$ cat src/include/mem_defines.svh
`ifndef MEM_DEFINES_SVH
`define MEM_DEFINES_SVH

//////////////////////////////////////////////////
// Back end sizing
//////////////////////////////////////////////////

// Datapath and address width
`define MW_XLEN 32

// Register number width, x0..x31
`define MW_REG_BITS 5

// Data memory depth in 32-bit words
`define MW_MEM_WORDS 1024

// Word index width, log2 of the depth
`define MW_MEM_ADDR_BITS 10

`endif

$ cat src/hdl/mem_pkg.sv
`include "mem_defines.svh"

package mem_pkg;

  //////////////////////////////////////////////////
  // Control encodings
  //////////////////////////////////////////////////

  // Store kind, one-hot, zero for a non-store
  typedef enum logic [2:0] {
    st_none = 3'b000,
    st_sb   = 3'b001,
    st_sh   = 3'b010,
    st_sw   = 3'b100
  } store_ctrl_e;

  // Load kind, one-hot, zero for a non-load
  typedef enum logic [4:0] {
    ld_none = 5'b00000,
    ld_lb   = 5'b00001,
    ld_lh   = 5'b00010,
    ld_lw   = 5'b00100,
    ld_lbu  = 5'b01000,
    ld_lhu  = 5'b10000
  } load_ctrl_e;

  //////////////////////////////////////////////////
  // Pipeline records
  //////////////////////////////////////////////////

  // EX/MEM record from the execute stage
  typedef struct packed {
    logic [`MW_XLEN-1:0]     alures;
    logic [`MW_XLEN-1:0]     rs2_data;
    logic [`MW_REG_BITS-1:0] rs2;
    logic [`MW_REG_BITS-1:0] rd;
    logic                    regwrite;
    logic                    memread;
    logic                    memwrite;
    store_ctrl_e             storectrl;
    load_ctrl_e              loadctrl;
    logic [`MW_XLEN-1:0]     mulres;
    logic                    mul_ready;
    logic [`MW_XLEN-1:0]     divres;
    logic                    div_ready;
  } ex_mem_t;

  // MEM/WB record, registered in the memory stage
  typedef struct packed {
    logic [`MW_XLEN-1:0]     alures;
    logic [`MW_XLEN-1:0]     mulres;
    logic                    mul_ready;
    logic [`MW_XLEN-1:0]     divres;
    logic                    div_ready;
    logic                    memread;
    logic                    regwrite;
    logic [`MW_REG_BITS-1:0] rd;
    load_ctrl_e              loadctrl;
  } mem_wb_t;

  // Data memory request
  typedef struct packed {
    logic                wr;
    logic                rd;
    logic [3:0]          byte_en;
    logic [`MW_XLEN-1:0] addr;
    logic [`MW_XLEN-1:0] wdata;
  } mem_req_t;

  // Register file write port
  typedef struct packed {
    logic                    we;
    logic [`MW_REG_BITS-1:0] rd;
    logic [`MW_XLEN-1:0]     data;
  } reg_wr_t;

endpackage

$ cat src/hdl/mem_stage.sv
`timescale 1ns/100ps
`include "mem_defines.svh"

module mem_stage (
  input  logic                bus,
  input  logic                rst,
  input  logic                hold,
  input  mem_pkg::ex_mem_t    ex_mem,
  input  logic [`MW_XLEN-1:0] rdata,
  input  logic [`MW_XLEN-1:0] wb_res,
  output mem_pkg::mem_req_t   mem_req,
  output mem_pkg::mem_wb_t    mem_wb,
  output logic [`MW_XLEN-1:0] memres
);

  logic [3:0]          byte_en;
  logic                fwd_store;
  logic [`MW_XLEN-1:0] store_data;
  mem_pkg::mem_wb_t    mem_wb_d;

  //////////////////////////////////////////////////
  // Store lane decode
  //////////////////////////////////////////////////

  // Lanes are counted from the addressed byte upward
  // A halfword at offset 3 wraps into lane 0
  always_comb begin
    case (ex_mem.storectrl)
      mem_pkg::st_sb: begin
        case (ex_mem.alures[1:0])
          2'b00:   byte_en = 4'b0001;
          2'b01:   byte_en = 4'b0010;
          2'b10:   byte_en = 4'b0100;
          default: byte_en = 4'b1000;
        endcase
      end
      mem_pkg::st_sh: begin
        case (ex_mem.alures[1:0])
          2'b00:   byte_en = 4'b0011;
          2'b01:   byte_en = 4'b0110;
          2'b10:   byte_en = 4'b1100;
          default: byte_en = 4'b1001;
        endcase
      end
      // Full word, also the idle pattern
      mem_pkg::st_sw:   byte_en = 4'b1111;
      mem_pkg::st_none: byte_en = 4'b1111;
      default:          byte_en = 4'b1111;
    endcase
  end

  //////////////////////////////////////////////////
  // Store forwarding and memory request
  //////////////////////////////////////////////////

  // Load followed by a dependent store
  // MEM/WB result replaces the stale rs2 value
  assign fwd_store = ex_mem.memwrite && mem_wb.regwrite && (mem_wb.rd == ex_mem.rs2);

  assign store_data = fwd_store ? wb_res : ex_mem.rs2_data;

  // Strobes drop while the pipe is frozen
  assign mem_req.wr      = ex_mem.memwrite && !hold;
  assign mem_req.rd      = ex_mem.memread && !hold;
  assign mem_req.byte_en = byte_en;
  assign mem_req.addr    = ex_mem.alures;
  assign mem_req.wdata   = store_data;

  //////////////////////////////////////////////////
  // MEM/WB register
  //////////////////////////////////////////////////

  always_comb begin
    mem_wb_d.alures    = ex_mem.alures;
    mem_wb_d.mulres    = ex_mem.mulres;
    mem_wb_d.mul_ready = ex_mem.mul_ready;
    mem_wb_d.divres    = ex_mem.divres;
    mem_wb_d.div_ready = ex_mem.div_ready;
    mem_wb_d.memread   = ex_mem.memread;
    mem_wb_d.regwrite  = ex_mem.regwrite;
    mem_wb_d.rd        = ex_mem.rd;
    mem_wb_d.loadctrl  = ex_mem.loadctrl;
  end

  // Only control fields are cleared
  always_ff @(posedge bus) begin
    if (rst) begin
      mem_wb.regwrite  <= 1'b0;
      mem_wb.memread   <= 1'b0;
      mem_wb.mul_ready <= 1'b0;
      mem_wb.div_ready <= 1'b0;
      mem_wb.loadctrl  <= mem_pkg::ld_none;
    end else if (!hold) begin
      mem_wb <= mem_wb_d;
    end
  end

  //////////////////////////////////////////////////
  // Load extension
  //////////////////////////////////////////////////

  // rdata already has the addressed byte at bit 0
  always_comb begin
    case (mem_wb.loadctrl)
      mem_pkg::ld_lb:  memres = {{24{rdata[7]}}, rdata[7:0]};
      mem_pkg::ld_lh:  memres = {{16{rdata[15]}}, rdata[15:0]};
      mem_pkg::ld_lw:  memres = rdata;
      mem_pkg::ld_lbu: memres = {24'h0, rdata[7:0]};
      mem_pkg::ld_lhu: memres = {16'h0, rdata[15:0]};
      // Not a load, or a bad code
      default:         memres = '0;
    endcase
  end

  // A record is either a load or a store, never both
  a_rd_wr_excl: assert property (@(posedge bus) disable iff (rst)
    !(ex_mem.memread && ex_mem.memwrite))
    else $error("EX/MEM record has memread and memwrite both set");

  // Store kind must decode to a single lane pattern
  a_store_onehot: assert property (@(posedge bus) disable iff (rst)
    ex_mem.memwrite |-> $onehot0(ex_mem.storectrl))
    else $error("EX/MEM storectrl is not one-hot");

endmodule

$ cat config.mk
export PLATFORM = sky130hd
export DESIGN_NAME = mem_stage
export DESIGN_NICKNAME = d
export VERILOG_FILES = /design/src/hdl/mem_pkg.sv /design/src/hdl/mem_stage.sv
export VERILOG_INCLUDE_DIRS = /design/src /design/src/include
export SDC_FILE = /design/constraint.sdc
export NUM_CORES = 1
export LEC_CHECK = 0
export ABC_CLOCK_PERIOD_IN_PS = 8800
export BUFFER_PORTS_ARGS = -buffer_cell sky130_fd_sc_hd__buf_2
export CORE_AREA = 8 8 160 162
export CTS_BUF_LIST = sky130_fd_sc_hd__clkbuf_8
export DETAILED_ROUTE_END_ITERATION = 10
export DIE_AREA = 0 0 168 170
export PLACE_DENSITY = 0.47
export SETUP_SLACK_MARGIN = 0.1
export SYNTH_ARGS = -nofsm -noshare
export SYNTH_HDL_FRONTEND = slang
export SYNTH_SLANG_ARGS = --single-unit
export TNS_END_PERCENT = 30
$ cat constraint.sdc
create_clock -name bus -period 8.8 [get_ports bus]
set_input_delay 0 -clock bus [delete_from_list [all_inputs] [get_ports bus]]
set_output_delay 0 -clock bus [all_outputs]
set_load 0.01 [all_outputs]
==> results.md <==
- # DRC: 0
- DP Cell Count: 966
- PostCTS Resize Cnt: 0
- Max cap viols: 0
- Vias per inst: just under 4
- Final WL: a little over 20000 microns
- Worst path max stage delay: 0.42 ns
- Power Density: around 140 nW/um^2
- Critical-path top delay cell: edfxtp_1
- Synth cell count leaders: edfxtp_1 (101), buf_4 (33), mux2_4 (30)
- Register area share after synthesis: around 68%
- CTS clk-pin slew, worst paths: 0.12 ns
- Total die area: 28600 sq um
- DRT iter0 DRCs: 150
- Most frequent cell after synthesis: edfxtp_1
- RSZ-0062 raised after global routing: false
- Total number of vias: 4337
- Fin area: 8300 sq um
- PortBufs: 429
- Fin cells: between 1000 and 1500
- Final Util: 36.0%
- Rel. slew slack: 39.7%
- Sequential Power Share: about 53%
- Share of layout cells above drive strength 1: 59.5%
- Pin count of the biggest net entering global routing: 49
- TritonCTS clock tree: yes
- CP max FO: 32
- Root buf cell: clkbuf_8
- Syn-to-layout area delta: 76.5%
- Leakage: approximately 0.0042 uW
- Power, Total: 1170 uW
- Sw frac: 27.1%
- Critical R2R Launch: mem_wb[1]
- Hold Path Class: in -> reg
- Post-synthesis xor/xnor area fraction: 1.30%
- Vias in the first global route: 4903
- Pre-antenna DRT Iters: 4
- Total GRT Usage: 13.8%
- Wire length per cell: ~19 microns
- Skew final: 0 ns
- Fin. max-slew vios: 0
- Rows: 56
- Die width: 168 microns
- Initial antenna violation count: 3
- Dpl hpwl: 16600 microns
- Clk_lat worst skew: 0.36 ns
- Number of synthesized flops with an enable pin: between 100 and 150
- R2r worst-path depth: 3
- NetSw: 317 uW
- Worst-Margin Slew: 0.898 ns
- Cts-stage hold buffer count: 118
- Multiplexer share of the synthesized area: a little under an eighth
- Initial core utilization: 20.4%
- Cell variety after synth: 31
- Synth area leaders: edfxtp_1 (64%), mux2_4 (9.6%), buf_4 (5.3%)
- Final Hold Vio Count: 0
- CTS Buf Count: 9
- Placed instance area: 6930 sq um
- Syn Nets: 509
- Area leader, netlist: edfxtp_1
- Async set or reset register ratio after synthesis: 0%
- Register-to-Register Setup Slack: 7.46 ns
- Worst endpoint data arrival time: 2.32 ns
- CP endpoint: mem_req[15]
- Clock Path Buffers: 2
- Number of flip-flops in the largest register: 110
- Crit path from: mem_wb[7]
- Overflow after GRT: 0
- Critical Path, Cell by Cell: xor2_1 > nor4_2 > nand4_2 > buf_4 > mux2_4 > buf_2
- First-pass GRT wire length: 29800 microns
- Total core area: 23100 sq um
- Largest family of logic cells by synthesized area: multiplexers
- Top flop regs: mem_wb (110)
- Peak VDD IR: 0.0647 mV
- Clock sink count: 110
- RR Endpoint: mem_wb[1]
- Avg Cell Area, Syn: 16.5 sq um
- Post-CTS Setup Bufs: 0
- Crit. End Element: primary output
- Die height: between 150 and 200 microns
- Post-Synth Adder-Cell Area: ~1.3%
- Setup TNS: 0 ns
- RePlAce Congestion: 0.937
- Fin crit share: 26.4%
- Clock share of power: 24.8%
- Peak Freq: 431 MHz
- Synthesis-stage register bit count: 110
- CP required: 8.80 ns
- Startpoint types: register
- Syn. warnings: 0
- Commonest register cell after synthesis: edfxtp_1
- Compound-Gate Fraction of Synth Area: around 5.5%
- ANT nets after route: 0
- Cell Area, Synth: 4710 sq um
- Logic pwr share: 22.2%
- Post-synth top area share: 64.5%
- Final number of setup-violating endpoints: 0
- CP Class: reg -> out
- Fin crit period: 2.32 ns
- Status: complete, no violations
- Synthesized instance count: 286
- Final #Nets: 1028
- Reg with most FFs: mem_wb
- Ports: 430
- H-tree depth: 3
- Post-synthesis simple-gate area fraction: 4.84%
- P_int: 852 uW
## logic make-up after synthesis
logic type               count (synthesis)
adder cells (fa/ha/maj)                  5
buffers and inverters                   46
flip-flops                             110
AND/OR/NAND/NOR                         41
multiplexers                            40
AO/OA/AOI/OAI                           37
XOR/XNOR                                 7
## power by group through the flow
| stage | Sequential, uW | Combinational (uW) | Clock (uW) |
|---|---|---|---|
| floorplan | 652 | 78.8 | 0 |
| global placement | 631 | 221 | 0 |
| detailed placement | 632 | 221 | 0 |
| CTS | 620 | 264 | 310 |
| global route | 624 | 283 | 324 |
| finish | 620 | 260 | 290 |
## how the worst min path moves through the flow
| stage | to | slack (ns) | start | depth (start not counted) |
|---|---|---|---|---|
| floorplan | mem_req[68] | 0.05 | hold | 1 |
| global placement | mem_wb[62] | 0.18 | ex_mem[50] | 1 |
| detailed placement | mem_wb[43] | 0.18 | ex_mem[31] | 1 |
| CTS | mem_wb[11] | 0.002 | ex_mem[75] | 4 |
| global route | mem_wb[11] | 0.09 | ex_mem[75] | 4 |
| finish | mem_wb[11] | 0.04 | ex_mem[75] | 4 |
## critical path, delay by kind of cell (launching register included)
family / cells / cell delay [ns]
mux: 1 / 0.36
flops: 1 / 0.42
buf+inv: 2 / 0.46
xor+xnor: 1 / 0.17
simple gates: 2 / 0.52
## layout by cell type (no fill, tap or decap), types with 2 or more instances in the layout
cell type,count
o21ai_0,8
mux2i_1,8
mux2_4,30
clkbuf_8,9
buf_4,4
inv_1,4
a21o_1,24
buf_2,429
edfxtp_1,101
and2_1,8
xor2_1,6
ha_1,5
inv_6,3
dfxtp_1,9
diode_2,3
nand2b_1,5
nor3_1,4
nand2_1,4
nor2b_1,5
mux2_2,2
dlygate4sd3_1,118
nor2_1,11
## through the flow
step	setup slack, ns	hold WS, ns
floorplan	3.72	0.0533
global placement	6.58	0.176
detailed placement	6.53	0.178
CTS	6.36	0.00152
global route	6.27	0.0931
finish	6.48	0.0359
## metal layers
layer,global-route usage (%),vias to the layer above,share of wire [%]
li1,-,2063,-
met2,24.1,273,50
met5,0,-,0
met1,13.8,1976,36
met4,6.06,0,2.8
met3,6.58,25,11
## cell type report
cell class,count,area (sq um)
Antenna cell,3,7.51
Fill cell,2337,14700
Sequential cell,110,3210
Multi-Input combinational cell,130,1170
Inverter,3,11.3
Timing Repair Buffer,551,3360
Clock buffer,9,124
Clock inverter,7,58.8
Tap cell,290,363
Power figures use the tool's default switching activity.
