## config.mk

```make
export PLATFORM = sky130hd
export DESIGN_NAME = writeback_stage
export DESIGN_NICKNAME = d
export VERILOG_FILES = /design/src/hdl/mem_pkg.sv /design/src/hdl/writeback_stage.sv
export VERILOG_INCLUDE_DIRS = /design/src /design/src/include
export SDC_FILE = /design/constraint.sdc
export NUM_CORES = 1
export LEC_CHECK = 0
export BUFFER_PORTS_ARGS = -buffer_cell sky130_fd_sc_hd__buf_2
export CORE_AREA = 2 2 82 84
export DETAILED_ROUTE_END_ITERATION = 8
export DIE_AREA = 0 0 84 86
export GPL_ROUTABILITY_DRIVEN = 0
export PLACE_DENSITY_LB_ADDON = 0.08
export SETUP_SLACK_MARGIN = 0.4
export SYNTH_ARGS = -nofsm -noshare
export SYNTH_HDL_FRONTEND = slang
export SYNTH_SLANG_ARGS = --single-unit
```

## constraint.sdc

```tcl
create_clock -name vclk -period 1.1
set_clock_uncertainty 0.2 [all_clocks]
set_input_delay 0 -clock vclk [all_inputs]
set_output_delay 0 -clock vclk [all_outputs]
set_load 0.01 [all_outputs]
```

## src/include/mem_defines.svh

```systemverilog
`ifndef MEM_DEFINES_SVH
`define MEM_DEFINES_SVH

//////////////////////////////////////////////////
// Back end sizing
//////////////////////////////////////////////////

// Datapath and address width
`define MW_XLEN 32

// Register number width, x0..x31
`define MW_REG_BITS 5

// Data memory depth in 32-bit words
`define MW_MEM_WORDS 1024

// Word index width, log2 of the depth
`define MW_MEM_ADDR_BITS 10

`endif

```

## src/hdl/mem_pkg.sv

```systemverilog
`include "mem_defines.svh"

package mem_pkg;

  //////////////////////////////////////////////////
  // Control encodings
  //////////////////////////////////////////////////

  // Store kind, one-hot, zero for a non-store
  typedef enum logic [2:0] {
    st_none = 3'b000,
    st_sb   = 3'b001,
    st_sh   = 3'b010,
    st_sw   = 3'b100
  } store_ctrl_e;

  // Load kind, one-hot, zero for a non-load
  typedef enum logic [4:0] {
    ld_none = 5'b00000,
    ld_lb   = 5'b00001,
    ld_lh   = 5'b00010,
    ld_lw   = 5'b00100,
    ld_lbu  = 5'b01000,
    ld_lhu  = 5'b10000
  } load_ctrl_e;

  //////////////////////////////////////////////////
  // Pipeline records
  //////////////////////////////////////////////////

  // EX/MEM record from the execute stage
  typedef struct packed {
    logic [`MW_XLEN-1:0]     alures;
    logic [`MW_XLEN-1:0]     rs2_data;
    logic [`MW_REG_BITS-1:0] rs2;
    logic [`MW_REG_BITS-1:0] rd;
    logic                    regwrite;
    logic                    memread;
    logic                    memwrite;
    store_ctrl_e             storectrl;
    load_ctrl_e              loadctrl;
    logic [`MW_XLEN-1:0]     mulres;
    logic                    mul_ready;
    logic [`MW_XLEN-1:0]     divres;
    logic                    div_ready;
  } ex_mem_t;

  // MEM/WB record, registered in the memory stage
  typedef struct packed {
    logic [`MW_XLEN-1:0]     alures;
    logic [`MW_XLEN-1:0]     mulres;
    logic                    mul_ready;
    logic [`MW_XLEN-1:0]     divres;
    logic                    div_ready;
    logic                    memread;
    logic                    regwrite;
    logic [`MW_REG_BITS-1:0] rd;
    load_ctrl_e              loadctrl;
  } mem_wb_t;

  // Data memory request
  typedef struct packed {
    logic                wr;
    logic                rd;
    logic [3:0]          byte_en;
    logic [`MW_XLEN-1:0] addr;
    logic [`MW_XLEN-1:0] wdata;
  } mem_req_t;

  // Register file write port
  typedef struct packed {
    logic                    we;
    logic [`MW_REG_BITS-1:0] rd;
    logic [`MW_XLEN-1:0]     data;
  } reg_wr_t;

endpackage

```

## src/hdl/writeback_stage.sv

```systemverilog
`timescale 1ns/100ps
`include "mem_defines.svh"

module writeback_stage (
  input  mem_pkg::mem_wb_t    mem_wb,
  input  logic [`MW_XLEN-1:0] memres,
  output logic [`MW_XLEN-1:0] wb_res,
  output mem_pkg::reg_wr_t    reg_wr
);

  //////////////////////////////////////////////////
  // Result select
  //////////////////////////////////////////////////

  // Load data first, then the long-latency units, ALU last
  always_comb begin
    if (mem_wb.memread) begin
      wb_res = memres;
    end else if (mem_wb.mul_ready) begin
      wb_res = mem_wb.mulres;
    end else if (mem_wb.div_ready) begin
      wb_res = mem_wb.divres;
    end else begin
      wb_res = mem_wb.alures;
    end
  end

  //////////////////////////////////////////////////
  // Register write port
  //////////////////////////////////////////////////

  // x0 is hardwired, so its writes are dropped here
  assign reg_wr.we   = mem_wb.regwrite && (mem_wb.rd != '0);
  assign reg_wr.rd   = mem_wb.rd;
  assign reg_wr.data = wb_res;

  // Execute stage never finishes a multiply and a divide together
  always_comb begin
    if (mem_wb.regwrite) begin
      a_mul_div_excl: assert final (!(mem_wb.mul_ready && mem_wb.div_ready))
        else $error("MEM/WB has mul_ready and div_ready both set");
    end
  end

endmodule

```

==> impl_results.md, run 1 <==
- Commonest non-fill, non-tap cell in the layout: buf_2
- CP startpoint kind: primary input
- Cell Chain, Critical Path: buf_6 > or4_4 > o21a_1 > buf_2
- Main combinational cell family by area after synthesis: simple AND/OR/NAND/NOR gates
- N_diodes: 0
- Largest net degree at the start of global routing: 29
- Top routing layer in use: met3
- Synth Cell Area: 1590 µm²
- Met3 WL: 449 µm
- Design area: 3260 µm²
- Final Non-Filler Cells: 440
- Antenna-violating nets left: 0
- Hold slack: -17.0 ps
- Max incr delay on CP: 510 ps
- Met1 Wirelength: 2330 µm
- Wire length on met2: 3720 µm
- WP data arrival: 900 ps
- P_leak: 1.55 nW
- Max-slew violations: 0
- Die ar.: 7220 µm²
- Post-synthesis adder-cell area fraction: 0%
- Largest fanout on the critical path: 2
- Post-synthesis sequential area ratio: 0%
- Share of cells above drive strength 1: 84.6%
- Vias in the first global route: 1947
- Initial Utilization: 25.3%
- Vias: 2014
- Register area: 0 µm²
- Die Ht: 86 µm
- Placed Instances: 427
- Setup violators final: 0
- Vias per inst: 4.58
- Routed length per instance: 14.8 µm
- DP HPWL: 4680 µm
- RSZ-0062 raised after global routing: yes
- Crit path buffers/inverters: 2
- Post-Synth XOR/XNOR Area: 0%
- Syn-to-layout area delta: 106%
- PortBufs: 207
- Pwr Density: 444 nW/µm²
- Worst Hold Depth: 2
- Crit path depth: 4
- Max-Cap Viols: 0
- Detailed Routing Iterations Pass 1: 4
- GRT overflow: 0
- Final setup margin: 1.31 ps
- Worst EP required: 900 ps
- Drt total wl: 6500 µm
- Mapped Cells: 185
- Die X: 84 µm
- Worst setup EP type: output port
- Initial antenna violation count: 0
- Multiplexer area fraction after synthesis: 20.2%
- Pre-CTS WS: -27.5 ps
- Final min period: 1100 ps
- Achievable Freq: 910 MHz
- Fill cell count: 614
- Fin nets: 507
- Fin crit share: 99.9%
- DRC Markers: 0
- HP Class: in -> out
- Failing checks: negative hold slack
- Area fraction in compound gates after synthesis: 24.8%
- Std-Cell Rows: 29
- DRT iter0 DRCs: 25
- Ports: 212
- Worst slew margin: 85.7%
- YS warnings: 0
- Clock Buffer Count: 0
- Worst setup path class: in -> out
- Post-synthesis net count: 327
- Core Region: 6280 µm²
- Maximum vdd drop: 211 µV
- First-pass GRT wire length: 9190 µm
- Top cell family by delay on the critical path: simple AND/OR/NAND/NOR gates
- Count of cell types in the netlist: 15
- Simple-Gate Fraction of Synth Area: 28.2%
- Commonest cells after routing, fill and taps aside: 203 x buf_2, 30 x a211oi_2, 21 x nor2b_1
- Mapped Avg Cell Area: 8.58 µm²
- Worst Tran Pin Value: 209 ps
- Total track usage: 15.2%
- Placed instance area: 2520 µm²
- Slowest cell on crit path: or4_4
- Status: finished, violations left
- Seq_cells: 0
- Hold Violations, Final: 1
## metal layers
| layer | vias to the layer above | global-route usage (%) |
|---|---|---|
| li1 | 1001 | - |
| met1 | 907 | 16.5 |
| met2 | 106 | 32.8 |
| met3 | 0 | 1.73 |
| met4 | 0 | 0 |
| met5 | - | 0 |
## power by group
group / switching, W / leakage, nW / total (W) / internal, W
sequential: 0 / 0 / 0 / 0
clock: 0 / 0 / 0 / 0
combinational: 0.000632 / 1.55 / 0.00145 / 0.000815
total: 0.000632 / 1.55 / 0.00145 / 0.000815
## per-stage QoR
| step | util, % | total power [W] | setup TNS [ps] |
|---|---|---|---|
| after floorplan | - | 0.000760 | 0 |
| after global placement | 40.2 | 0.00112 | -62.0 |
| after detailed placement | 40.2 | 0.00112 | -211 |
| after CTS | 47.2 | 0.00132 | 0 |
| after global routing | 51.9 | 0.00155 | -35.0 |
| final | 51.9 | 0.00145 | 0 |
## worst paths after layout
kind / from / endpoint / slack [ps]
hold / removal: mem_wb[5] / reg_wr[32] / -20
setup / recovery: mem_wb[5] / reg_wr[37] / 1
## layout make-up
| type | instances | area [µm²] | area share, % |
|---|---|---|---|
| timing repair buffer | 232 | 1600 | 49.2 |
| multi-input combinational | 130 | 1560 | 47.7 |
| tap | 77 | 96.3 | 2.95 |
| inverter | 1 | 3.75 | 0.115 |
## repair_timing
item | in CTS | in global routing
resized for setup | 59 | 42
buffers inserted | 1 | 0
cloned | 8 | 4
setup endpoints to repair | 65 | 65
pin swaps | 31 | 10
hold endpoints to repair | 3 | 1
## Yosys cell counts (all sizes together)
| master | n | area [µm²] |
|---|---|---|
| a211oi | 31 | 378 |
| a221oi | 1 | 8.76 |
| buf | 48 | 398 |
| clkbuf | 6 | 22.5 |
| inv | 1 | 3.75 |
| mux2i | 32 | 320 |
| nor2 | 1 | 6.26 |
| nor2b | 31 | 194 |
| nor3b | 32 | 240 |
| o21a | 1 | 7.51 |
| or4 | 1 | 7.51 |
## kinds of logic (layout without fill, tap and decap cells)
| group | Yosys count | count (layout) |
|---|---|---|
| AOI/OAI and AO/OA | 33 | 33 |
| buffers and inverters | 55 | 233 |
| and+or+nand+nor | 65 | 65 |
| muxes | 32 | 32 |
Note: power is estimated with default switching activity, not from simulation.
==> run 2: changes to the inputs <==
SETUP_SLACK_MARGIN = 0.05   (was 0.4)
==> impl_results.md, run 2 (synthesized netlist as in run 1, its figures left out) <==
- Status: finished, violations left
- Failing checks: negative setup slack
- Vias per inst: 4.62
- Drt total wl: 6630 µm
- Die Ht: 86 µm
- Worst Hold Depth: 2
- Hold slack: 0.237 ps
- RSZ-0062 raised after global routing: yes
- CP startpoint kind: primary input
- Worst hold endpoint: reg_wr[33]
- Commonest cells after routing, fill and taps aside: 203 x buf_2, 28 x a211oi_2, 27 x nor2b_1
- Commonest non-fill, non-tap cell in the layout: buf_2
- GRT overflow: 0
- DP HPWL: 4790 µm
- Max-slew violations: 0
- Final setup margin: -10.3 ps
- Worst slew margin: 83.9%
- Routed length per instance: 15.2 µm
- Fin nets: 504
- Hold path startpoint: mem_wb[6]
- Std-Cell Rows: 29
- Initial antenna violation count: 0
- Worst setup path class: in -> out
- Achievable Freq: 901 MHz
- PortBufs: 207
- Setup violators final: 1
- Largest fanout on the critical path: 2
- Clock power share: 0%
- Seq_cells: 0
- Largest net degree at the start of global routing: 33
- Share of cells above drive strength 1: 77.5%
- First-pass GRT wire length: 9010 µm
- Total track usage: 14.9%
- Antenna-violating nets left: 0
- DRC Markers: 0
- Detailed Routing Iterations Pass 1: 4
- DRT iter0 DRCs: 36
- Register area: 0 µm²
- Die ar.: 7220 µm²
- Worst Tran Pin Value: 237 ps
- Final min period: 1110 ps
- WP data arrival: 910 ps
- Overall power: 0.00134 W
- Worst setup EP type: output port
- Pwr Density: 447 nW/µm²
- Logic pwr share: 100.0%
- HP Class: in -> out
- Worst EP required: 900 ps
- Sw Ratio: 45.0%
- Power Internal: 0.000739 W
- Hold Violations, Final: 0
- Die X: 84 µm
- Clock Buffer Count: 0
- Fin crit share: 101%
- Syn-to-layout area delta: 89.5%
- Flop pwr share: 0%
- Net Sw Power: 0.000604 W
- Max-Cap Viols: 0
- Initial Utilization: 25.3%
- P_leak: 1.46 nW
- Vias: 2018
- N_diodes: 0
- Ports: 212
- Vias in the first global route: 1897
- Core Region: 6280 µm²
- Maximum vdd drop: 194 µV
run 2: cell count changes in the layout (fill, tap and decap cells not counted), sizes merged:
| cell | before | now |
|---|---|---|
| dlygate4sd3 | 0 | 2 |
| clkbuf | 3 | 6 |
| buf | 229 | 221 |
run 2: final cells by class:
| cell class | count | area (µm²) |
|---|---|---|
| inverter | 1 | 3.75 |
| fill | 632 | 3270 |
| multi-input combinational | 130 | 1380 |
| timing repair buffer | 229 | 1530 |
| tap | 77 | 96.3 |
run 2: repair_timing:
action / in CTS / in global routing
endpoints found under the hold margin: 2 / 0
pin swaps: 8 / 23
buffers inserted: 0 / 1
gates cloned: 3 / 6
endpoints found under the setup margin: 57 / 49
hold buffers: 2 / 0
resized for setup: 17 / 36
run 2: layer usage:
layer	vias to the layer above	wire [µm]	share of wire (%)	GRT usage [%]
li1	995	-	-	-
met1	914	2580	39	17.5
met2	109	3550	54	30.1
met3	0	494	7.4	2.21
met4	0	0	0	0
met5	-	0	0	0
run 2: worst max path at each step:
stage,from,to,slack (ps),depth (start not counted)
global route,mem_wb[5],reg_wr[37],-40,4
finish,mem_wb[5],reg_wr[37],-10,4
floorplan,mem_wb[12],wb_res[10],30,5
CTS,mem_wb[5],reg_wr[37],0.7,4
global placement,mem_wb[5],reg_wr[37],-4,4
detailed placement,mem_wb[5],reg_wr[37],-10,4
run 2: critical path: stages:
cell and delay, ps:
buf_6 90, or4_1 510, o21a_1 180, buf_2 130
run 2: through the flow:
stage	setup slack (ps)	instances	instance area [µm²]	TNS (ps)	utilization, %
floorplan	30.5	185	1620	0	-
global placement	-3.52	425	2490	-3.52	39.7
detailed placement	-10.9	425	2490	-43.9	39.7
CTS	0.713	430	2650	0	42.3
global route	-42.2	437	3010	-42.2	47.9
finish	-10.3	437	3010	-10.3	47.9
run 2: power groups by stage:
stage                     Clock (W)  Sequential (W)  Combinational, W
final                             0               0           0.00134
after global routing              0               0           0.00144
after CTS                         0               0           0.00119
after detailed placement          0               0           0.00112
after global placement            0               0           0.00111
after floorplan                   0               0          0.000746
